===== src/rtl/commutation_cfg.svh =====
`ifndef COMMUTATION_CFG_SVH
`define COMMUTATION_CFG_SVH

// Encoder steps in one electrical cycle.
`define CYCLE_STEPS 1170

// A third of the electrical cycle, 120 degrees.
`define PHASE_STEPS 390

// Peak value stored in the signed sine table.
`define SINE_AMPL 511

// PWM counter width, which also sets the duty width.
// The period is 2**PWM_BITS clocks.
`define PWM_BITS 10

`endif


===== src/rtl/motor_pkg.sv =====
`include "commutation_cfg.svh"

package motor_pkg;

    // Electrical angle in encoder steps, 0 to CYCLE_STEPS-1.
    typedef logic [10:0] angle_t;

    // Raw encoder value before the range check.
    typedef logic [12:0] position_t;

    typedef logic signed [9:0] sine_t;

    typedef logic [`PWM_BITS-1:0] duty_t;

    typedef logic [9:0] gain_t;

    typedef struct packed {
        angle_t a;
        angle_t b;
        angle_t c;
    } phase_angles_t;

    typedef struct packed {
        duty_t a;
        duty_t b;
        duty_t c;
    } phase_duty_t;

endpackage


===== src/rtl/pwm_generator.sv =====
`timescale 1ns/1ps
`include "commutation_cfg.svh"

module pwm_generator (
    input  logic             clk,
    input  logic             reset,
    input  motor_pkg::duty_t duty,
    output logic             pwm
);

    logic [`PWM_BITS-1:0] count;
    motor_pkg::duty_t     duty_shadow;
    logic                 period_end;

    assign period_end = &count;

    always_ff @(posedge clk, posedge reset)
    begin
        if (reset)
            count <= '0;
        else
            count <= count + 1'b1;
    end

    // Duty changes only at the wrap, so a period never gets cut short.
    always_ff @(posedge clk, posedge reset)
    begin
        if (reset)
            duty_shadow <= '0;
        else if (period_end)
            duty_shadow <= duty;
    end

    // Edge aligned: high from the period start until the duty count.
    assign pwm = count < duty_shadow;

endmodule


===== config.mk =====
export PLATFORM = sky130hd
export DESIGN_NAME = pwm_generator
export DESIGN_NICKNAME = d
export VERILOG_FILES = /design/src/rtl/motor_pkg.sv /design/src/rtl/pwm_generator.sv
export VERILOG_INCLUDE_DIRS = /design/src /design/src/rtl
export SDC_FILE = /design/constraint.sdc
export NUM_CORES = 1
export LEC_CHECK = 0
export ABC_AREA = 1
export BUFFER_PORTS_ARGS = -buffer_cell sky130_fd_sc_hd__buf_2
export CAP_MARGIN = 20
export CORE_UTILIZATION = 45
export CTS_CLUSTER_SIZE = 25
export DETAILED_ROUTE_END_ITERATION = 6
export GPL_TIMING_DRIVEN = 0
export PLACE_DENSITY_LB_ADDON = 0.2
export SKIP_CTS_REPAIR_TIMING = 1
export SLEW_MARGIN = 40
export SYNTH_ARGS = -nofsm -noshare
export SYNTH_HDL_FRONTEND = slang
export SYNTH_SLANG_ARGS = --single-unit

===== constraint.sdc =====
create_clock -name clk -period 1.3 [get_ports clk]
set_input_delay 0.195 -clock clk [delete_from_list [all_inputs] [get_ports clk]]
set_output_delay 0.195 -clock clk [all_outputs]
set_load 0.02 [all_outputs]

==> results.md <==
- STA puts the critical path data arrival time at roughly 1.7 ns.
- Counting every net in the synthesized netlist gives 151.
- The path type of the worst setup path is flip-flop to primary output.
- The tree is rooted in a sky130_fd_sc_hd__clkbuf_4.
- The synthesis warning total is 0.
- The number of flops mapped to enable cells by yosys is 0.
- The least setup slack across all paths after layout is -0.572 ns.
- Measured against its own limit, the worst slew margin works out to between 50% and 60%.
- The combinational family with the most area after synthesis is simple AND/OR/NAND/NOR gates.
- The worst setup path is captured at a primary output.
- The first detailed-routing pass ran for 5 iterations.
- Setup violations remaining at the end of the flow were counted as 13.
- Summed over all instances, the cell type with the most area after synthesis is sky130_fd_sc_hd__dfrtp_1.
- The effective utilization at floorplan is 48.3%.
- The post-layout minimum cycle time is about 1.9 ns.
- For this design the ratio of total power to cell area is between 700 and 800 nW/um^2.
- Data on the critical path is required at its endpoint by about 1.1 ns.
- The fraction of post-synthesis cell area in the top cell type by area is 45.9%.
- Ranked by instance count, the synthesized netlist is headed by 43 x sky130_fd_sc_hd__nand2_1, 20 x sky130_fd_sc_hd__dfrtp_1, 16 x sky130_fd_sc_hd__inv_1, 13 x sky130_fd_sc_hd__nand3_1, 10 x sky130_fd_sc_hd__ha_1.
- The initial DRC count is 21.
- The total half-perimeter wirelength after legalization and detailed placement is between 1000 and 1500 um.
- For this run, the leading register cell type out of synthesis is sky130_fd_sc_hd__dfrtp_1.
- For the pin with the worst max-slew slack, the measured transition is 0.747 ns.
- TritonCTS built the clock tree.
- The pin count of the biggest net entering global routing is 21.
- After Yosys synthesis, and, or, nand and nor cells account for about 30% of the synthesized area.
- After Yosys synthesis, full adders, half adders and majority gates account for 11.5% of the synthesized area.
- The first global-routing pass estimated 3370 um of wire.
- After detailed routing, the total wire length is between 2000 and 2500 um.
- The growth of design area from synthesis to finish is 34.6%.
- For this run, the post-layout net count is 181.
- In the routed design, unresolved DRC markers number 0.
- The maximum fanout along the worst path is 3.
- The number of pins exceeding their max-slew limit in the final report is 0.
- The number of levels in the clock H-tree is 1.
- The parity-gate share of the synthesized area counting xor and xnor cells is roughly 4.0%.
- The initial antenna violation count came to 0.
- The per-instance average area after synthesis is 8.45 sq um.
- The checks that failed: hold timing, setup timing.
- The count of final hold-check violations is 20.
- The hold slack is -0.0138 ns.
- The all-layer global routing usage is 18.1%.
- The clock-pin slew on the worst setup and hold paths is roughly 0.12 ns.
- The number of vias in the routed layout is about 950.
- The achievable frequency is 0.534 GHz.
- Cells with a size suffix above 1 make up roughly a third of the layout.
- The final weighted congestion of routability-driven global placement is approximately 0.79.
- In this run, synthesis produced a sequential element count of 20.
- The final period utilization is 144%.
- The total I/O pin count is 13.
- Counting every instance in the synthesized netlist gives around 130.
- After synthesis, the share of cell area in mux cells is 0%.
- The residual overflow from global routing is 0.
- The clock sink count is 20.
- Yosys attributes the largest share of cell area to sky130_fd_sc_hd__dfrtp_1 46%, sky130_fd_sc_hd__nand2_1 15%, sky130_fd_sc_hd__ha_1 11%, sky130_fd_sc_hd__nand3_1 6.0%, sky130_fd_sc_hd__inv_1 5.5%.
- The via count of the first global-routing pass is 843.
- The floorplan has 17 rows.
- The post-route clock skew is ~0.0019 ns.
- The area of the die is 2620 sq um.
- The antenna violation net count after detailed routing is 0.
- The tightest min-delay check is of the primary input to asynchronous set/reset pin type.
- The async set-or-reset flop fraction in the synthesized netlist is 100%.
- The tool flagged a number of max-cap violations equal to 0.
- Summing the areas of all compound-gate instances in the mapped netlist gives 2.53% of the synthesized area.
- The number of clock buffers added by TritonCTS is 3.
- The maximum clock path buffer count is 2.
- The number of filler instances in the final layout is about 190.
- The count of inserted antenna diode cells is 0.
- The number of distinct library cells after synthesis is 15.
- After routing, the total negative slack on setup checks comes to -1.02 ns.
- The run finished, with violations left.
- The synthesized area is between 1000 and 1500 sq um.
- The cell with the most instances after synthesis is sky130_fd_sc_hd__nand2_1.
- The number of vias per cell after detailed routing is 5.08.
- The die is 51.2 um wide.
- Measured along the y axis, the die boundary spans between 50 and 60 um.
- The standard cell core area is about 2300 sq um.
- In this run the static leakage power is about 0.83 nW.
- IR analysis of the VDD net gives a maximum drop of between 0.5 and 0.6 mV.
- Dividing the detail-routed wire length by the instance count gives 12.9 um.
- The clock latency at the later pin of the worst-skew pair is ~0.31 ns.
- Of the synthesized area, sequential elements account for ~46%.
- Setup repair after global routing could not meet its margin everywhere.
- The startpoint type of the worst setup path is a flip-flop.
- During placement, the flow inserted port buffers numbering 12.
cells in the final DEF (no fill, tap or decap), drive strengths merged:
cell type,n
nand2,43
buf,25
dfrtp,20
inv,17
nand3,13
nor2,12
ha,10
xor2,5
a21oi,4
clkbuf,4
nand4,2
nor3,1
nand3b,1
a21o,1
per-stage QoR:
| stage | area, sq um | setup slack [ns] | power (mW) | utilization [%] | instances |
|---|---|---|---|---|---|
| global route | 1470 | -0.635 | 1.06 | 65.0 | 186 |
| detailed placement | 1190 | -0.335 | 0.662 | 53.0 | 169 |
| CTS | 1230 | -0.688 | 1.03 | 54.6 | 173 |
| global placement | 1190 | -0.312 | 0.662 | 53.0 | 169 |
| floorplan | 1100 | -0.0777 | 0.643 | - | 129 |
| finish | 1470 | -0.572 | 1.03 | 65.0 | 186 |
worst max-delay path, stage by stage (launching register included):
cell	delay, ns
sky130_fd_sc_hd__dfrtp_1	0.44
sky130_fd_sc_hd__ha_1	0.33
sky130_fd_sc_hd__nand2_2	0.09
sky130_fd_sc_hd__a21oi_1	0.05
sky130_fd_sc_hd__nor2_1	0.15
sky130_fd_sc_hd__nand2_2	0.08
sky130_fd_sc_hd__nor2_4	0.10
sky130_fd_sc_hd__buf_6	0.11
kinds of logic (layout without fill, tap and decap cells):
| kind of cell | count (synthesis) | after routing |
|---|---|---|
| AND/OR/NAND/NOR | 71 | 72 |
| flip-flops | 20 | 20 |
| buffers and inverters | 18 | 46 |
| adder cells (fa/ha/maj) | 10 | 10 |
| AO/OA/AOI/OAI | 5 | 5 |
| XOR/XNOR | 5 | 5 |
power breakdown:
group	internal, mW	switching, mW
logic	0.0116	0.0156
registers	0.622	0
clock network	0.171	0.211
total	0.805	0.227
flip-flops by register name, summed over array words and instances (netlist names):
register,count
count,10
duty_shadow,10
routing by layer:
metal	wire length (um)	vias up	share of wire (%)	GRT usage (%)
li1	-	466	-	-
met1	1040	443	43	20.7
met2	1220	27	51	30.9
met3	82	9	3.4	2.68
met4	63	0	2.6	12.2
met5	0	-	0	0
final timing paths:
kind                                            startpoint                    endpoint  slack, ns  cells after the start
worst max-delay path                    count[8]$_DFF_PP0_                         pwm      -0.57                      7
worst min-delay path                                 reset  duty_shadow[5]$_DFFE_PP0P_      -0.01                      2
worst max register to register          count[1]$_DFF_PP0_          count[8]$_DFF_PP0_      -0.08                      7
worst min register to register  duty_shadow[1]$_DFFE_PP0P_  duty_shadow[1]$_DFFE_PP0P_       0.48                      2
max in group asynchronous                            reset          count[6]$_DFF_PP0_       0.80                      2
min in group clk                                   duty[9]  duty_shadow[9]$_DFFE_PP0P_       0.10                      3
final cells by class:
type,count,area [sq um],area share [%]
flip-flops and latches,20,504,34.4
well taps,28,35.0,2.39
clock buffers,4,36.3,2.47
plain buffers,1,7.51,0.512
repair buffers,24,173,11.8
multi-input cells,92,647,44.1
inverters,17,63.8,4.35
No activity file was read; power rests on OpenSTA's default activity.
