**config.mk**
```make
export PLATFORM = sky130hd
export DESIGN_NAME = wb_ctrl_regs
export DESIGN_NICKNAME = d
export VERILOG_FILES = /design/src/rtl/wb_pkg.sv /design/src/rtl/motor_pkg.sv /design/src/rtl/wb_ctrl_regs.sv
export VERILOG_INCLUDE_DIRS = /design/src /design/src/rtl
export SDC_FILE = /design/constraint.sdc
export NUM_CORES = 1
export LEC_CHECK = 0
export BUFFER_PORTS_ARGS = -buffer_cell sky130_fd_sc_hd__buf_2
export CORE_ASPECT_RATIO = 1.4
export CORE_UTILIZATION = 39
export CTS_BUF_LIST = sky130_fd_sc_hd__clkbuf_8
export DETAILED_ROUTE_END_ITERATION = 6
export PLACE_DENSITY = 0.75
export SETUP_SLACK_MARGIN = 0.05
export SLEW_MARGIN = 20
export SYNTH_ARGS = -nofsm -noshare
export SYNTH_HDL_FRONTEND = slang
export SYNTH_SLANG_ARGS = --single-unit
export TNS_END_PERCENT = 100
```
**constraint.sdc**
```tcl
create_clock -name clk -period 2.1 [get_ports clk]
set_input_delay 0.105 -clock clk [delete_from_list [all_inputs] [get_ports clk]]
set_output_delay 0.105 -clock clk [all_outputs]
set_load 0.05 [all_outputs]
```
**src/rtl/commutation_cfg.svh**
```systemverilog
`ifndef COMMUTATION_CFG_SVH
`define COMMUTATION_CFG_SVH

// Encoder steps in one electrical cycle.
`define CYCLE_STEPS 1170

// A third of the electrical cycle, 120 degrees.
`define PHASE_STEPS 390

// Peak value stored in the signed sine table.
`define SINE_AMPL 511

// PWM counter width, which also sets the duty width.
// The period is 2**PWM_BITS clocks.
`define PWM_BITS 10

`endif

```
**src/rtl/wb_pkg.sv**
```systemverilog
package wb_pkg;

    // Master to slave, held steady until ack.
    typedef struct packed {
        logic        cyc;
        logic        stb;
        logic        we;
        logic [3:0]  adr;
        logic [31:0] dat;
    } wb_req_t;

    // Slave to master.
    typedef struct packed {
        logic        ack;
        logic [31:0] dat;
    } wb_rsp_t;

    // Byte addresses of the register map.
    typedef enum logic [3:0] {
        REG_CTRL     = 4'h0,
        REG_GAIN     = 4'h4,
        REG_STATUS   = 4'h8,
        REG_POSITION = 4'hC
    } reg_addr_e;

endpackage

```
**src/rtl/motor_pkg.sv**
```systemverilog
`include "commutation_cfg.svh"

package motor_pkg;

    // Electrical angle in encoder steps, 0 to CYCLE_STEPS-1.
    typedef logic [10:0] angle_t;

    // Raw encoder value before the range check.
    typedef logic [12:0] position_t;

    typedef logic signed [9:0] sine_t;

    typedef logic [`PWM_BITS-1:0] duty_t;

    typedef logic [9:0] gain_t;

    typedef struct packed {
        angle_t a;
        angle_t b;
        angle_t c;
    } phase_angles_t;

    typedef struct packed {
        duty_t a;
        duty_t b;
        duty_t c;
    } phase_duty_t;

endpackage

```
**src/rtl/wb_ctrl_regs.sv**
```systemverilog
`timescale 1ns/1ps
`include "commutation_cfg.svh"

module wb_ctrl_regs (
    input  logic                 clk,
    input  logic                 reset,
    input  wb_pkg::wb_req_t      wb_req,
    input  motor_pkg::position_t cycle_position,
    output wb_pkg::wb_rsp_t      wb_rsp,
    output logic                 enable,
    output motor_pkg::gain_t     gain,
    output motor_pkg::angle_t    valid_position
);

    wb_pkg::reg_addr_e addr;
    logic              wb_access;
    logic              wb_write;
    logic              position_ok;
    logic              range_err;
    logic [31:0]       read_data;

    assign addr = wb_pkg::reg_addr_e'(wb_req.adr);

    // No new access while ack is high, so ack lasts one cycle.
    assign wb_access = wb_req.cyc && wb_req.stb && !wb_rsp.ack;
    assign wb_write  = wb_access && wb_req.we;

    assign position_ok = cycle_position < 13'(`CYCLE_STEPS);

    always_comb
    begin
        case (addr)
            wb_pkg::REG_CTRL:     read_data = 32'(enable);
            wb_pkg::REG_GAIN:     read_data = 32'(gain);
            wb_pkg::REG_STATUS:   read_data = 32'(range_err);
            wb_pkg::REG_POSITION: read_data = 32'(valid_position);
            default:              read_data = '0;
        endcase
    end

    always_ff @(posedge clk, posedge reset)
    begin
        if (reset)
        begin
            wb_rsp <= '0;
        end
        else
        begin
            wb_rsp.ack <= wb_access;
            if (wb_access)
                wb_rsp.dat <= read_data;
        end
    end

    always_ff @(posedge clk, posedge reset)
    begin
        if (reset)
        begin
            enable    <= 1'b0;
            gain      <= '0;
            range_err <= 1'b0;
        end
        else
        begin
            if (wb_write && addr == wb_pkg::REG_CTRL)
                enable <= wb_req.dat[0];
            if (wb_write && addr == wb_pkg::REG_GAIN)
                gain <= wb_req.dat[9:0];
            // A new range error wins over a clear in the same cycle.
            if (!position_ok)
                range_err <= 1'b1;
            else if (wb_write && addr == wb_pkg::REG_STATUS && wb_req.dat[0])
                range_err <= 1'b0;
        end
    end

    // Out of range values are dropped and the last good one is kept.
    always_ff @(posedge clk, posedge reset)
    begin
        if (reset)
            valid_position <= '0;
        else if (position_ok)
            valid_position <= motor_pkg::angle_t'(cycle_position);
    end

endmodule

```
==> flow_summary_export.csv <==
group,metric,value,unit
run_status,outcome,"finished, violations left",
run_status,violations,"design-rule violations",
clock_network,postCtsSetupBuffers,0,
power_and_ir_drop,p_total,1870,µW
power_and_ir_drop,p_sw_share,39.9,%
cells_and_area,syn2layout_area_growth,25.2,%
logic_synthesis,yosysMostFrequentCell,"dfrtp_1",
logic_synthesis,ys_ff_latch,35,
global_routing,grt_pass1_wl,5930,µm
logic_synthesis,synth_top_cell_area_share,53.2,%
placed_design,place.gp.congestion,0.763,
setup_path,path_class,"reg -> reg",
job,maxCapViolCount,0,
sta,clock.fmax,570,MHz
sta,finalHoldViolations,0,
setup_path,worst_ep_required_time,2270,ps
global_routing,grtUsageTotal,17.4,%
logic_synthesis,ys.warnings.count,0,
floorplanning,core,3990,µm²
power_and_ir_drop,peakVddDrop,0.463,mV
drt,avgRoutedWirePerCell,13.7,µm
setup_path,start_kind,"register",
floorplanning,rows,27,
drt,drc_errors,18,
clock_network,clk_pin_slew,70,ps
setup_path,arrival,1920,ps
logic_synthesis,ys_top_cells_by_area,"dfrtp_1, mux2_2, buf_4",
sta,finalMaxSlewViolations,0,
logic_synthesis,synth_area_per_cell,11.8,µm²
floorplanning,ios,109,
sta,timing.final.crit_period,1750,ps
cells_and_area,drive_gt1_share,47.9,%
floorplanning,start_util,41.3,%
global_routing,overflow,0,
logic_synthesis,synth_common_cells,"dfrtp_1, mux2_2, buf_4",
drt,vias,1275,
clock_network,ctsResizeCount,0,
sta,period_share,83.5,%
clock_network,clockRootBuffer,"clkbuf_8",
drt,first_iter_violations,59,
sta,tns,0,ps
power_and_ir_drop,power_leakage,0.00108,µW
logic_synthesis,yosysSeqAreaShare,53.2,%
logic_synthesis,ys_types,22,
cells_and_area,antenna_cells,0,
clock_network,htree_levels,2,
drt,drtAntennaViolNets,0,
placed_design,post-dp-hpwl,2680,µm
drt,routed_wl,3530,µm
power_and_ir_drop,seq_power_share,43.2,%
power_and_ir_drop,power_density,906,nW/µm²
power_and_ir_drop,power_switching,746,µW
placed_design,place_inst,249,
drt,drtPass1Iterations,7,
global_routing,grt_pass1_vias,1254,
sta,rsz0062_at_grt,"no",
floorplanning,die_width,56.9,µm
clock_network,cts.sinks,35,
placed_design,placed_area,1970,µm²
logic_synthesis,synthCells,140,
drt,vias_per_cell,4.94,
logic_synthesis,syn_area,1650,µm²
setup_path,worstPathMaxFanout,6,
clock_network,cts_tree,"done",
cells_and_area,fin_area,2060,µm²
power_and_ir_drop,clkPwrFrac,24.9,%
sta,setup_viol,0,
hold_path,hp-class,"in -> reg",
global_routing,antenna_found_initial,0,
power_and_ir_drop,combPwrFrac,32.0,%
cells_and_area,final_cells,258,
clock_network,clk_path_buf_depth,2,
global_routing,grt_max_degree,36,
floorplanning,dieArea,4490,µm²
placed_design,io_buffer_count,65,
clock_network,clk_latency,290,ps
logic_synthesis,synthArstFlopShare,100,%
setup_path,end_kind,"register",
floorplanning,fp.dieH,78.9,µm
sta,fin_skew,6.04,ps
cells_and_area,layout.nets,268,
clock_network,cts_buffers,5,
logic_synthesis,synthFlopType,"dfrtp_1",
logic_synthesis,yosys.area.top_type,"dfrtp_1",
power_and_ir_drop,p_int,1120,µW
logic_synthesis,synth_enable_flop_cells,0,
state kept, by name (all words and copies together), names as in the netlist:
signal / cells
gain: 10
wb_rsp: 12
range_err: 1
enable: 1
valid_position: 11
routing by layer:
metal	track usage [%]	routed length, µm
met2	28.7	1870
met1	21.4	1400
met5	0	0
met3	3.91	185
met4	8.05	77
cell usage in the layout, fill, tap and decap left out:
| cell type | count |
|---|---|
| nor3_1 | 3 |
| clkinv_2 | 1 |
| dlygate4sd3_1 | 1 |
| and3_1 | 2 |
| a31oi_1 | 1 |
| mux2_2 | 22 |
| or3_1 | 1 |
| nand2_1 | 14 |
| nor4_1 | 2 |
| clkbuf_8 | 5 |
| nor4b_4 | 1 |
| a22oi_1 | 9 |
| dfrtp_1 | 35 |
| nor4bb_2 | 1 |
| conb_1 | 21 |
| o21ai_0 | 13 |
| buf_4 | 7 |
| mux2i_1 | 1 |
| inv_1 | 4 |
| o41ai_1 | 1 |
| buf_2 | 65 |
| a21oi_1 | 2 |
| clkinvlp_4 | 1 |
| nand3b_1 | 2 |
area by class of cell:
class / instances / area (µm²)
clock buffers: 5 / 68.8
clock inverters: 3 / 16.3
fillers: 375 / 1920
inverters: 3 / 11.3
multi-input cells: 96 / 648
flip-flops and latches: 35 / 876
well taps: 43 / 53.8
repair buffers: 73 / 388
power by group through the flow:
stage / Clock, µW / Sequential (µW) / Combinational, µW
2_1_floorplan: 0 / 1080 / 218
3_3_place_gp: 0 / 818 / 594
3_5_place_dp: 0 / 820 / 599
4_1_cts: 476 / 808 / 601
5_1_grt: 511 / 817 / 627
6_report: 464 / 806 / 598
kinds of logic after synthesis:
group	synth area share, %
buffers and inverters	12.4
flip-flops	53.2
multiplexers	15.7
AND/OR/NAND/NOR	8.97
other	0.228
AO/OA/AOI/OAI	9.57
stage by stage:
step	setup slack, ps	hold slack [ps]	util [%]
finish	346	43.6	51.7
global route	251	38.2	51.7
CTS	345	37.8	51.7
detailed placement	358	230	49.3
global placement	350	227	49.3
floorplan	257	241	-
worst paths after layout:
| kind | to | slack (ps) | depth (start not counted) | from |
|---|---|---|---|---|
| setup / recovery | enable | 350 | 4 | wb_rsp[32] |
| max in group asynchronous | valid_position[10] | 1320 | 4 | reset |
| min in group asynchronous | wb_rsp[6] | 460 | 4 | reset |
| hold reg to reg | wb_rsp[5] | 470 | 2 | wb_rsp[5] |
| hold / removal | gain[1] | 40 | 2 | wb_req[1] |
| setup reg to reg | enable | 350 | 4 | wb_rsp[32] |
critical path: stages (launching register included):
cell and delay, ps:
dfrtp_1 370, nand3b_1 290, or3_1 410, nor4_1 220, mux2_2 370
repair_timing:
| action | in CTS | in global routing |
|---|---|---|
| endpoints found under the hold margin | 35 | 0 |
| hold buffers | 1 | 0 |
| setup endpoints to repair | 0 | 0 |
No activity file was read; power rests on OpenSTA's default activity.
