[src/rtl/commutation_cfg.svh]
`ifndef COMMUTATION_CFG_SVH
`define COMMUTATION_CFG_SVH

// Encoder steps in one electrical cycle.
`define CYCLE_STEPS 1170

// A third of the electrical cycle, 120 degrees.
`define PHASE_STEPS 390

// Peak value stored in the signed sine table.
`define SINE_AMPL 511

// PWM counter width, which also sets the duty width.
// The period is 2**PWM_BITS clocks.
`define PWM_BITS 10

`endif

[src/rtl/motor_pkg.sv]
`include "commutation_cfg.svh"

package motor_pkg;

    // Electrical angle in encoder steps, 0 to CYCLE_STEPS-1.
    typedef logic [10:0] angle_t;

    // Raw encoder value before the range check.
    typedef logic [12:0] position_t;

    typedef logic signed [9:0] sine_t;

    typedef logic [`PWM_BITS-1:0] duty_t;

    typedef logic [9:0] gain_t;

    typedef struct packed {
        angle_t a;
        angle_t b;
        angle_t c;
    } phase_angles_t;

    typedef struct packed {
        duty_t a;
        duty_t b;
        duty_t c;
    } phase_duty_t;

endpackage

[src/rtl/phase_angle_offset.sv]
`timescale 1ns/1ps
`include "commutation_cfg.svh"

module phase_angle_offset (
    input  logic                     clk,
    input  logic                     reset,
    input  motor_pkg::angle_t        valid_position,
    output motor_pkg::phase_angles_t angles
);

    logic [11:0]       plus_sum;
    logic [11:0]       minus_diff;
    logic              overflow;
    logic              underflow;
    motor_pkg::angle_t angle_lead;
    motor_pkg::angle_t angle_lag;

    // Phase a leads by 120 degrees.
    assign plus_sum = {1'b0, valid_position} + 12'(`PHASE_STEPS);
    assign overflow = plus_sum >= 12'(`CYCLE_STEPS);

    always_comb
    begin
        if (overflow)
            angle_lead = motor_pkg::angle_t'(plus_sum - 12'(`CYCLE_STEPS));
        else
            angle_lead = motor_pkg::angle_t'(plus_sum);
    end

    // Phase c lags by 120 degrees; the top bit is the borrow.
    assign minus_diff = {1'b0, valid_position} - 12'(`PHASE_STEPS);
    assign underflow  = minus_diff[11];

    always_comb
    begin
        if (underflow)
            angle_lag = motor_pkg::angle_t'(minus_diff + 12'(`CYCLE_STEPS));
        else
            angle_lag = motor_pkg::angle_t'(minus_diff);
    end

    always_ff @(posedge clk, posedge reset)
    begin
        if (reset)
        begin
            angles <= '0;
        end
        else
        begin
            angles.a <= angle_lead;
            angles.b <= valid_position;
            angles.c <= angle_lag;
        end
    end

endmodule

[config.mk]
export PLATFORM = sky130hd
export DESIGN_NAME = phase_angle_offset
export DESIGN_NICKNAME = d
export VERILOG_FILES = /design/src/rtl/motor_pkg.sv /design/src/rtl/phase_angle_offset.sv
export VERILOG_INCLUDE_DIRS = /design/src /design/src/rtl
export SDC_FILE = /design/constraint.sdc
export NUM_CORES = 1
export LEC_CHECK = 0
export ABC_AREA = 0
export ABC_CLOCK_PERIOD_IN_PS = 1600
export BUFFER_PORTS_ARGS = -buffer_cell sky130_fd_sc_hd__buf_4
export CAP_MARGIN = 20
export CELL_PAD_IN_SITES_DETAIL_PLACEMENT = 0
export CELL_PAD_IN_SITES_GLOBAL_PLACEMENT = 1
export CORE_MARGIN = 2
export CORE_UTILIZATION = 44
export CTS_BUF_LIST = sky130_fd_sc_hd__clkbuf_4 sky130_fd_sc_hd__clkbuf_8 sky130_fd_sc_hd__clkbuf_16
export CTS_CLUSTER_DIAMETER = 100
export CTS_CLUSTER_SIZE = 12
export DETAILED_ROUTE_END_ITERATION = 7
export PLACE_DENSITY_LB_ADDON = 0.05
export SYNTH_ARGS = -nofsm -noshare
export SYNTH_HDL_FRONTEND = slang
export SYNTH_SLANG_ARGS = --single-unit
export TNS_END_PERCENT = 50
[constraint.sdc]
create_clock -name clk -period 1.6 [get_ports clk]
set_input_delay 0.08 -clock clk [delete_from_list [all_inputs] [get_ports clk]]
set_output_delay 0.08 -clock clk [all_outputs]
set_load 0.005 [all_outputs]
==> qor.yml, run 1 <==
synthesis:
  async_flop_share: 1.000
  synth_compound_area_frac: 0.1971
  synthAdderAreaFrac: 0.02448
  syn-num-nets: 240
  ys_top_cells_by_area: "dfrtp_1 (38%), xnor2_1 (6.4%), nand2_1 (4.4%), nor2_1 (3.9%), xor2_1 (3.4%)"
  yosysTopAreaCell: "dfrtp_1"
  avgSynthCellArea_um2: 9.168
  synth_top_family_by_area: "simple AND/OR/NAND/NOR gates"
  synth_edf_count: 0
  synth.top_cell.area_share: 0.3794
  synth_seq_cells: 31
  yosysMostFrequentCell: "dfrtp_1"
  muxShareOfSynthArea: 0.01652
  synth-simple-area-share: 0.2222
  syn_inst: 223
  synthTopCellsByCount: "dfrtp_1 (31), nand2_1 (24), nor2_1 (21), xnor2_1 (15), a21oi_1 (11)"
  syn-cell-area_mm2: 0.002044
  synthFlopType: "dfrtp_1"
  yosysSeqAreaShare: 0.3794
  synth_xor_area_frac: 0.09853
  yosys_warnings: 0
  netlist-cell-type-count: 59
cts:
  cts_buffers: 5
  clock_sink_count: 31
  cts_root_buf: "clkbuf_8"
  path_clk_slew_ns: 0.07
  cts_tree: "done"
  clock_path_buffers: 2
  cts_max_level: 2
setup_path:
  critPathMaxStageDelay_ns: 0.24
  endpoint_kind: "flip-flop"
  crit_buf_inv: 4
  crit_family: "compound AO/OA/AOI/OAI gates"
  critPathMostFrequentCell: "a22oi_2"
  cp_max_fo: 6
  worst_ep_arrival_time_ns: 1.78
  worst_path_max_delay_cell: "and3b_2"
  crit_type: "in2reg"
  crit_chain: "buf_12, inv_8, ha_4, and3b_2, a31o_2, a22oi_2, buf_4, o221ai_4, buf_6, a22oi_2, xnor2_1"
  startpoint_type: "input pin"
  crit_required_ns: 1.82
  worst-path-stages: 11
job:
  maxCapViolCount: 0
detailed_routing:
  drt-pass1-iter-count: 4
  drc: 0
  wirelength_um: 5110
  wl_per_cell_um: 13.77
  ant_nets: 0
  viasPerCell: 5.256
  dr_total_vias: 1950
  drtIter0Drc: 90
hold_path:
  min_path_cells: 2
  hold_path_class: "in2reg"
placement:
  port_buffers: 45
  pre_cts_slack_ns: -0.3545
  post-dp-hpwl_um: 3772
  gp_congestion: 0.8301
  place_inst: 356
sta:
  period_needed_ns: 1.560
  max_freq_mhz: 641.0
  fin_crit_sh: 0.9750
  tightest_slew_ns: 0.3968
  slew_viol_final: 0
  relSlewSlack: 0.7355
  setup_viol: 0
  rsz0062_at_grt: "true"
  tns_ns: 0
  hold_viol: 0
  fin_hold_ws_ns: 0.04448
  timing.final.ws_setup_ns: 0.04005
floorplan:
  die_x_um: 72.17
  io_pins: 46
  die_y_um: 72.17
  placementRows: 24
  initial_core_util: 0.4632
  coreArea_mm2: 0.004414
  dieArea_mm2: 0.005208
layout:
  area.growth.synth_to_final_pct: 53.61
  diodes: 0
  fin_cells: 371
  fill_cells: 342
  nets: 335
  drive_gt1_frac: 0.4577
  largest_reg_flops: 31
  reg_top3: "angles: 31 flops"
  largest_register: "angles"
power_and_ir_drop:
  cellPowerDensity_mw_per_mm2: 786.8
  vdd_drop_max_mv: 0.5760
  p_leak_nw: 1.422
  total_power_mw: 2.471
global_route:
  grt_max_degree: 32
  grt_pass1_wl_um: 8507
  antenna_found_initial: 0
  grt_pass1_vias: 1869
  grt_overflow: 0
  track_usage: 0.2079
outcome:
  status: "complete, no violations"
==> per-layer routing <==
layer  up-vias  part of all wire  GRT usage
met5         -                 0          0
met2        41              0.49     0.3405
met1       928              0.46     0.2763
li1        975                 -          -
met3         6             0.037    0.04444
met4         0             0.014    0.06289
==> report_power, final <==
group,internal (mW),switching [mW]
sequential,0.872,0.0233
clock,0.503,0.301
combinational,0.419,0.352
==> cells in the final DEF (no fill, tap or decap), drive strengths merged, types with 2 or more instances in the layout <==
cell type	count
and2	3
xnor2	15
o221ai	2
a311oi	2
inv	5
ha	4
a31oi	5
mux2	3
o21ai	7
and3b	3
a21boi	3
xor2	8
nor2b	2
clkbuf	6
and3	2
buf	104
o211ai	2
o22ai	5
nand3b	2
nand2	25
nand3	4
nor3	7
dfrtp	31
nand2b	6
nor3b	2
nand4	2
a22oi	2
a21oi	12
nor2	21
dlygate4sd3	3
==> cell type report <==
class	instances	area, um^2	area share
clock inverter	2	35.03	0.01116
clock buffer	6	82.58	0.02629
tap	52	65.06	0.02072
timing repair buffer	107	842.1	0.2681
multi-input combinational	168	1306	0.4159
sequential	31	775.7	0.2470
inverter	5	33.78	0.01076
==> final timing paths <==
kind	from	end	slack, ns
min	valid_position[5]	angles[16]	0.04
max	valid_position[2]	angles[26]	0.04
max in group asynchronous	reset	angles[27]	0.88
min in group asynchronous	reset	angles[12]	0.43
==> metrics by stage <==
| step | instance area (um^2) | utilization |
|---|---|---|
| after floorplan | 2140 | - |
| after global placement | 2814 | 0.6375 |
| after detailed placement | 2814 | 0.6375 |
| after CTS | 2998 | 0.6791 |
| after global routing | 3141 | 0.7115 |
| final | 3141 | 0.7115 |
==> what timing repair did <==
item	in CTS	in global routing
hold buffers	3	0
buffers inserted	2	2
pin swaps	5	16
setup endpoints to repair	2	9
resized for setup	6	23
endpoints found under the hold margin	33	0
==> kinds of logic (layout without fill, tap and decap cells) <==
logic type / after synthesis / after routing
buffers and inverters: 24 / 120
DFF: 31 / 31
adders and majority gates: 4 / 4
xor gates and xnor gates: 23 / 23
AOI/OAI and AO/OA: 53 / 53
muxes: 3 / 3
and+or+nand+nor: 85 / 85
Note: power is estimated with default switching activity, not from simulation.
==> inputs of run 2 (changes only) <==
--- a/config.mk
+++ b/config.mk
@@ -6,14 +6,14 @@
 export SDC_FILE = /design/constraint.sdc
 export NUM_CORES = 1
 export LEC_CHECK = 0
-export ABC_AREA = 0
+export ABC_AREA = 1
 export ABC_CLOCK_PERIOD_IN_PS = 1600
 export BUFFER_PORTS_ARGS = -buffer_cell sky130_fd_sc_hd__buf_4
 export CAP_MARGIN = 20
 export CELL_PAD_IN_SITES_DETAIL_PLACEMENT = 0
 export CELL_PAD_IN_SITES_GLOBAL_PLACEMENT = 1
 export CORE_MARGIN = 2
-export CORE_UTILIZATION = 44
+export CORE_UTILIZATION = 41
 export CTS_BUF_LIST = sky130_fd_sc_hd__clkbuf_4 sky130_fd_sc_hd__clkbuf_8 sky130_fd_sc_hd__clkbuf_16
 export CTS_CLUSTER_DIAMETER = 100
 export CTS_CLUSTER_SIZE = 12
==> run 2 against run 1 <==
  * Count of clock-buffer cells in the layout is 1 lower
  * Setup slack better by 0.097 ns
  * Clock power shrank 28%
  * Final area shrank 20%
  * Synthesized cell count fell by 6.7%
  * Die area decreased by 9.8%
==> qor.yml, run 2 <==
layout:
  layout_common_cells: "nand2_1 (72), buf_4 (71), dfrtp_1 (31), nand3_1 (22), inv_1 (14)"
  fin_cells: 342
  reg_top3: "angles: 31 flops"
  fin_area_mm2: 0.002511
  diodes: 0
  area.growth.synth_to_final_pct: 47.03
  multi_input_area_um2: 878.3
  fill_cells: 355
  seq_area_um2: 775.7
  final_common_cell: "nand2_1"
  nets: 308
  utilization: 0.6278
  drive_gt1_frac: 0.3493
  largest_register: "angles"
  largest_reg_flops: 31
power_and_ir_drop:
  total_power_mw: 2.088
  p_leak_nw: 1.316
  cellPowerDensity_mw_per_mm2: 831.4
  vdd_drop_max_mv: 0.4727
setup_path:
  endpoint_kind: "flip-flop"
  cp_max_fo: 7
  worst_ep_arrival_time_ns: 1.68
  crit_required_ns: 1.81
  startpoint_type: "input pin"
  crit_type: "in2reg"
  startpoint: "valid_position[8]"
cts:
  clock_sink_count: 31
  clock_path_buffers: 2
  cts_max_level: 2
  cts_tree: "done"
  path_clk_slew_ns: 0.06
  cts_root_buf: "clkbuf_8"
  cts_buffers: 5
synthesis:
  synthTopCellsByCount: "nand2_1 (74), dfrtp_1 (31), nand3_1 (23), inv_1 (17), xor2_1 (10)"
  netlist-cell-type-count: 27
  yosysTopAreaCell: "dfrtp_1"
  syn_inst: 208
  synth_seq_cells: 31
  ys_top_cells_by_area: "dfrtp_1 (45%), nand2_1 (16%), nand3_1 (6.7%), xor2_1 (5.1%), inv_1 (3.7%)"
  syn-num-nets: 225
  yosysSeqAreaShare: 0.4542
  avgSynthCellArea_um2: 8.211
  synth.top_cell.area_share: 0.4542
  yosysMostFrequentCell: "nand2_1"
  synth_edf_count: 0
  yosys_warnings: 0
  async_flop_share: 1.000
  syn-cell-area_mm2: 0.001708
  synthFlopType: "dfrtp_1"
floorplan:
  io_pins: 46
  die_y_um: 68.54
  dieArea_mm2: 0.004698
  initial_core_util: 0.4270
  die_x_um: 68.54
  coreArea_mm2: 0.004000
  placementRows: 23
sta:
  period_needed_ns: 1.463
  tns_ns: 0
  relSlewSlack: 0.7468
  hold_viol: 0
  fin_crit_sh: 0.9146
  max_freq_mhz: 683.4
  setup_viol: 0
  slew_viol_final: 0
  tightest_slew_ns: 0.3798
  rsz0062_at_grt: "false"
global_route:
  grt_pass1_wl_um: 6044
  track_usage: 0.1758
  grt_overflow: 0
  met1_usage: 0.2138
  antenna_found_initial: 0
  use_met3: 0.04545
  grt_max_degree: 32
  global_route.peak_usage_layer: "met2"
  grt_pass1_vias: 1440
  use_met2: 0.2933
placement:
  port_buffers: 45
  gp_congestion: 0.7351
  placed_area_mm2: 0.002265
  post-dp-hpwl_um: 2730
  place_inst: 320
detailed_routing:
  drc: 0
  ant_nets: 0
  dr_total_vias: 1584
  viasPerCell: 4.632
  drtIter0Drc: 62
  drt-pass1-iter-count: 4
  wirelength_um: 3716
  wl_per_cell_um: 10.87
hold_path:
  hold_path_class: "in2reg"
  hold_start: "valid_position[2]"
outcome:
  status: "complete, no violations"
job:
  maxCapViolCount: 0
run 2: changes by cell type after synthesis, sizes merged, moves of 5 or more:
cell / before / now
nor2: 21 / 9
a21oi: 12 / 1
nand2: 25 / 79
a31oi: 5 / 0
buf: 11 / 4
nand3: 4 / 24
clkbuf: 8 / 1
nand2b: 6 / 0
o22ai: 5 / 0
xnor2: 15 / 7
nor3: 7 / 2
inv: 5 / 20
run 2: critical path, stage by stage:
cell           delay [ns]
dlygate4sd3_1        0.54
buf_4                0.16
nor2_4               0.09
o21ai_2              0.06
nand2_1              0.06
nand2_1              0.07
nor2_2               0.12
nand2_2              0.09
nand2_4              0.13
buf_4                0.13
nand3_1              0.05
nand2_1              0.09
run 2: repair_timing:
action / CTS / global route
setup endpoints to repair: 0 / 9
gates resized for setup: 0 / 9
buffers inserted: 0 / 4
hold buffers: 10 / 0
endpoints found under the hold margin: 40 / 0
run 2: final cells by class:
cell class,instances,share of cell area
clock buffers,5,0.02740
inverters,20,0.03089
repair buffers,81,0.2521
clock inverters,3,0.005979
multi-input cells,152,0.3498
well taps,50,0.02491
flip-flops and latches,31,0.3089
run 2: routing by layer:
| metal | up-vias | wire length, um |
|---|---|---|
| met3 | 6 | 214 |
| met1 | 721 | 1641 |
| li1 | 820 | - |
| met5 | - | 0 |
| met2 | 37 | 1816 |
| met4 | 0 | 43 |
run 2: stage by stage:
step	hold WS, ns	worst slack [ns]
3_3_place_gp	0.1834	0.02693
3_5_place_dp	0.1938	-0.02801
6_report	0.04263	0.1367
2_1_floorplan	0.1114	0.001556
4_1_cts	0.02869	0.06233
5_1_grt	0.04453	0.01856
run 2: cell families after synthesis:
kind of cell,count (synthesis),synth area share
AOI/OAI and AO/OA,7,0.02344
xor gates and xnor gates,18,0.09670
adders and majority gates,4,0.02931
buffers and inverters,25,0.06153
DFF,31,0.4542
and+or+nand+nor,123,0.3348
run 2: final timing paths:
kind | cells after the start | slack (ns) | endpoint
min in group asynchronous | 4 | 0.43 | angles[24]
min | 2 | 0.04 | angles[13]
max | 12 | 0.14 | angles[30]
max in group asynchronous | 4 | 0.89 | angles[1]
run 2: power breakdown:
| part | internal [mW] | leakage [nW] | switching (mW) |
|---|---|---|---|
| Combinational | 0.315 | 0.901 | 0.298 |
| Sequential | 0.871 | 0.367 | 0.0228 |
| Clock | 0.297 | 0.0477 | 0.284 |
==> inputs of run 3 (changes only) <==
--- a/config.mk
+++ b/config.mk
@@ -7,13 +7,13 @@
 export NUM_CORES = 1
 export LEC_CHECK = 0
 export ABC_AREA = 1
-export ABC_CLOCK_PERIOD_IN_PS = 1600
+export ABC_CLOCK_PERIOD_IN_PS = 1480
 export BUFFER_PORTS_ARGS = -buffer_cell sky130_fd_sc_hd__buf_4
 export CAP_MARGIN = 20
 export CELL_PAD_IN_SITES_DETAIL_PLACEMENT = 0
 export CELL_PAD_IN_SITES_GLOBAL_PLACEMENT = 1
 export CORE_MARGIN = 2
-export CORE_UTILIZATION = 41
+export CORE_UTILIZATION = 38
 export CTS_BUF_LIST = sky130_fd_sc_hd__clkbuf_4 sky130_fd_sc_hd__clkbuf_8 sky130_fd_sc_hd__clkbuf_16
 export CTS_CLUSTER_DIAMETER = 100
 export CTS_CLUSTER_SIZE = 12
==> constraint.sdc (replaced) <==
create_clock -name clk -period 1.48 [get_ports clk]
set_input_delay 0.074 -clock clk [delete_from_list [all_inputs] [get_ports clk]]
set_output_delay 0.074 -clock clk [all_outputs]
set_load 0.005 [all_outputs]
==> run 3 against run 2 <==
  * Global-route usage down 0.84 points
  * Count of clock-buffer cells in the layout increased by 3
  * Final area is 3.4% higher
  * Power increased by 14%
  * Hold slack worse by 0.013 ns
  * Critical path depth decreased by 3
  * Critical endpoint is now angles[25]
  * Largest cell class unchanged
==> qor.yml, run 3 (synthesis results as in run 2) <==
hold_path:
  hold_start: "valid_position[6]"
  hold_path_class: "in2reg"
floorplan:
  placementRows: 24
  die_x_um: 71.04
  initial_core_util: 0.3922
  dieArea_mm2: 0.005047
  io_pins: 46
  die_y_um: 71.04
  coreArea_mm2: 0.004354
sta:
  tightest_slew_ns: 0.3847
  tns_ns: 0
  slew_viol_final: 0
  hold_viol: 0
  max_freq_mhz: 715.9
  setup_viol: 0
  fin_hold_ws_ns: 0.02980
  relSlewSlack: 0.7435
  period_needed_ns: 1.397
  fin_crit_sh: 0.9438
detailed_routing:
  drt-pass1-iter-count: 4
  drc: 0
  ant_nets: 0
  wirelength_um: 3832
  wl_per_cell_um: 10.82
  viasPerCell: 4.548
  drtIter0Drc: 69
  dr_total_vias: 1610
placement:
  gp_congestion: 0.7519
  post-dp-hpwl_um: 2903
  port_buffers: 45
layout:
  nets: 318
  drive_gt1_frac: 0.3477
  area.growth.synth_to_final_pct: 52.01
  diodes: 0
  largest_reg_flops: 31
  layout_common_cells: "buf_4 (80), nand2_1 (74), dfrtp_1 (31), nand3_1 (23), inv_1 (15)"
  reg_top3: "angles: 31 flops"
  final_common_cell: "buf_4"
  largest_register: "angles"
cts:
  cts_buffers: 5
  cts_max_level: 2
  clock_path_buffers: 2
  clock_sink_count: 31
  path_clk_slew_ns: 0.06
  cts_tree: "done"
  cts_root_buf: "clkbuf_8"
global_route:
  antenna_found_initial: 0
  grt_max_degree: 32
  grt_pass1_wl_um: 6575
  grt_overflow: 0
  track_usage: 0.1674
  grt_pass1_vias: 1504
power_and_ir_drop:
  cellPowerDensity_mw_per_mm2: 919.8
  vdd_drop_max_mv: 0.5402
  p_leak_nw: 1.369
setup_path:
  worst_ep_arrival_time_ns: 1.57
  critPathMaxStageDelay_ns: 0.54
  endpoint_kind: "flip-flop"
  cp_max_fo: 9
  worst_path_max_delay_cell: "dlygate4sd3_1"
  worst-path-stages: 9
  crit_required_ns: 1.65
  startpoint: "valid_position[10]"
  worstSetupEndpoint: "angles[25]"
  crit_buf_inv: 4
  crit_type: "in2reg"
  crit_family: "buffers and inverters"
  crit_chain: "dlygate4sd3_1, buf_4, inv_1, nand3_1, nand2_1, nand2_4, buf_4, nand3b_1, nand2_1"
  startpoint_type: "input pin"
outcome:
  status: "complete, no violations"
job:
  maxCapViolCount: 0
-- run 3: cell types whose count changed in the layout (fill, tap and decap cells not counted), sizes merged --
cell	change
dlygate4sd3	+1
buf	+9
clkbuf	+3
clkinv	-3
-- run 3: final cells by class --
type	count	area, um^2
fillers	416	1758
flip-flops and latches	31	775.7
repair buffers	91	710.7
inverters	20	82.58
well taps	52	65.06
multi-input cells	152	858.3
clock buffers	8	103.9
-- run 3: through the flow --
stage / setup WS [ns] / util / total power [mW] / cell area (um^2) / std cells
after detailed placement: -0.1242 / 0.5431 / 1.639 / 2365 / 333
final: 0.08315 / 0.5963 / 2.388 / 2596 / 354
after CTS: 0.08367 / 0.5922 / 2.429 / 2579 / 352
after global routing: -0.003026 / 0.5963 / 2.555 / 2596 / 354
after floorplan: -0.05821 / - / 1.311 / 1759 / 208
after global placement: -0.08961 / 0.5431 / 1.632 / 2365 / 333
-- run 3: worst min-delay path by stage --
stage	end	slack [ns]	cells after the start
2_1_floorplan	angles[0]	0.11	0
3_3_place_gp	angles[31]	0.18	3
3_5_place_dp	angles[31]	0.19	3
4_1_cts	angles[17]	0.02	2
5_1_grt	angles[17]	0.03	2
6_report	angles[17]	0.03	2
-- run 3: timing repair --
| item | 4_1_cts | 5_1_grt |
|---|---|---|
| buffers inserted | 0 | 2 |
| hold buffers | 11 | 0 |
| endpoints found under the setup margin | 0 | 9 |
| gates resized for setup | 0 | 1 |
| endpoints found under the hold margin | 41 | 0 |
-- run 3: layer usage --
metal,vias to the layer above,routed length [um],track usage
met1,724,1720,0.2108
li1,842,-,-
met4,0,59,0.05660
met2,37,1869,0.2793
met3,7,182,0.04416
met5,-,0,0
-- run 3: report_power, final --
group | switching, mW | internal, mW | leakage (nW)
Sequential | 0.0247 | 0.942 | 0.367
Combinational | 0.322 | 0.359 | 0.947
Clock | 0.298 | 0.442 | 0.0549
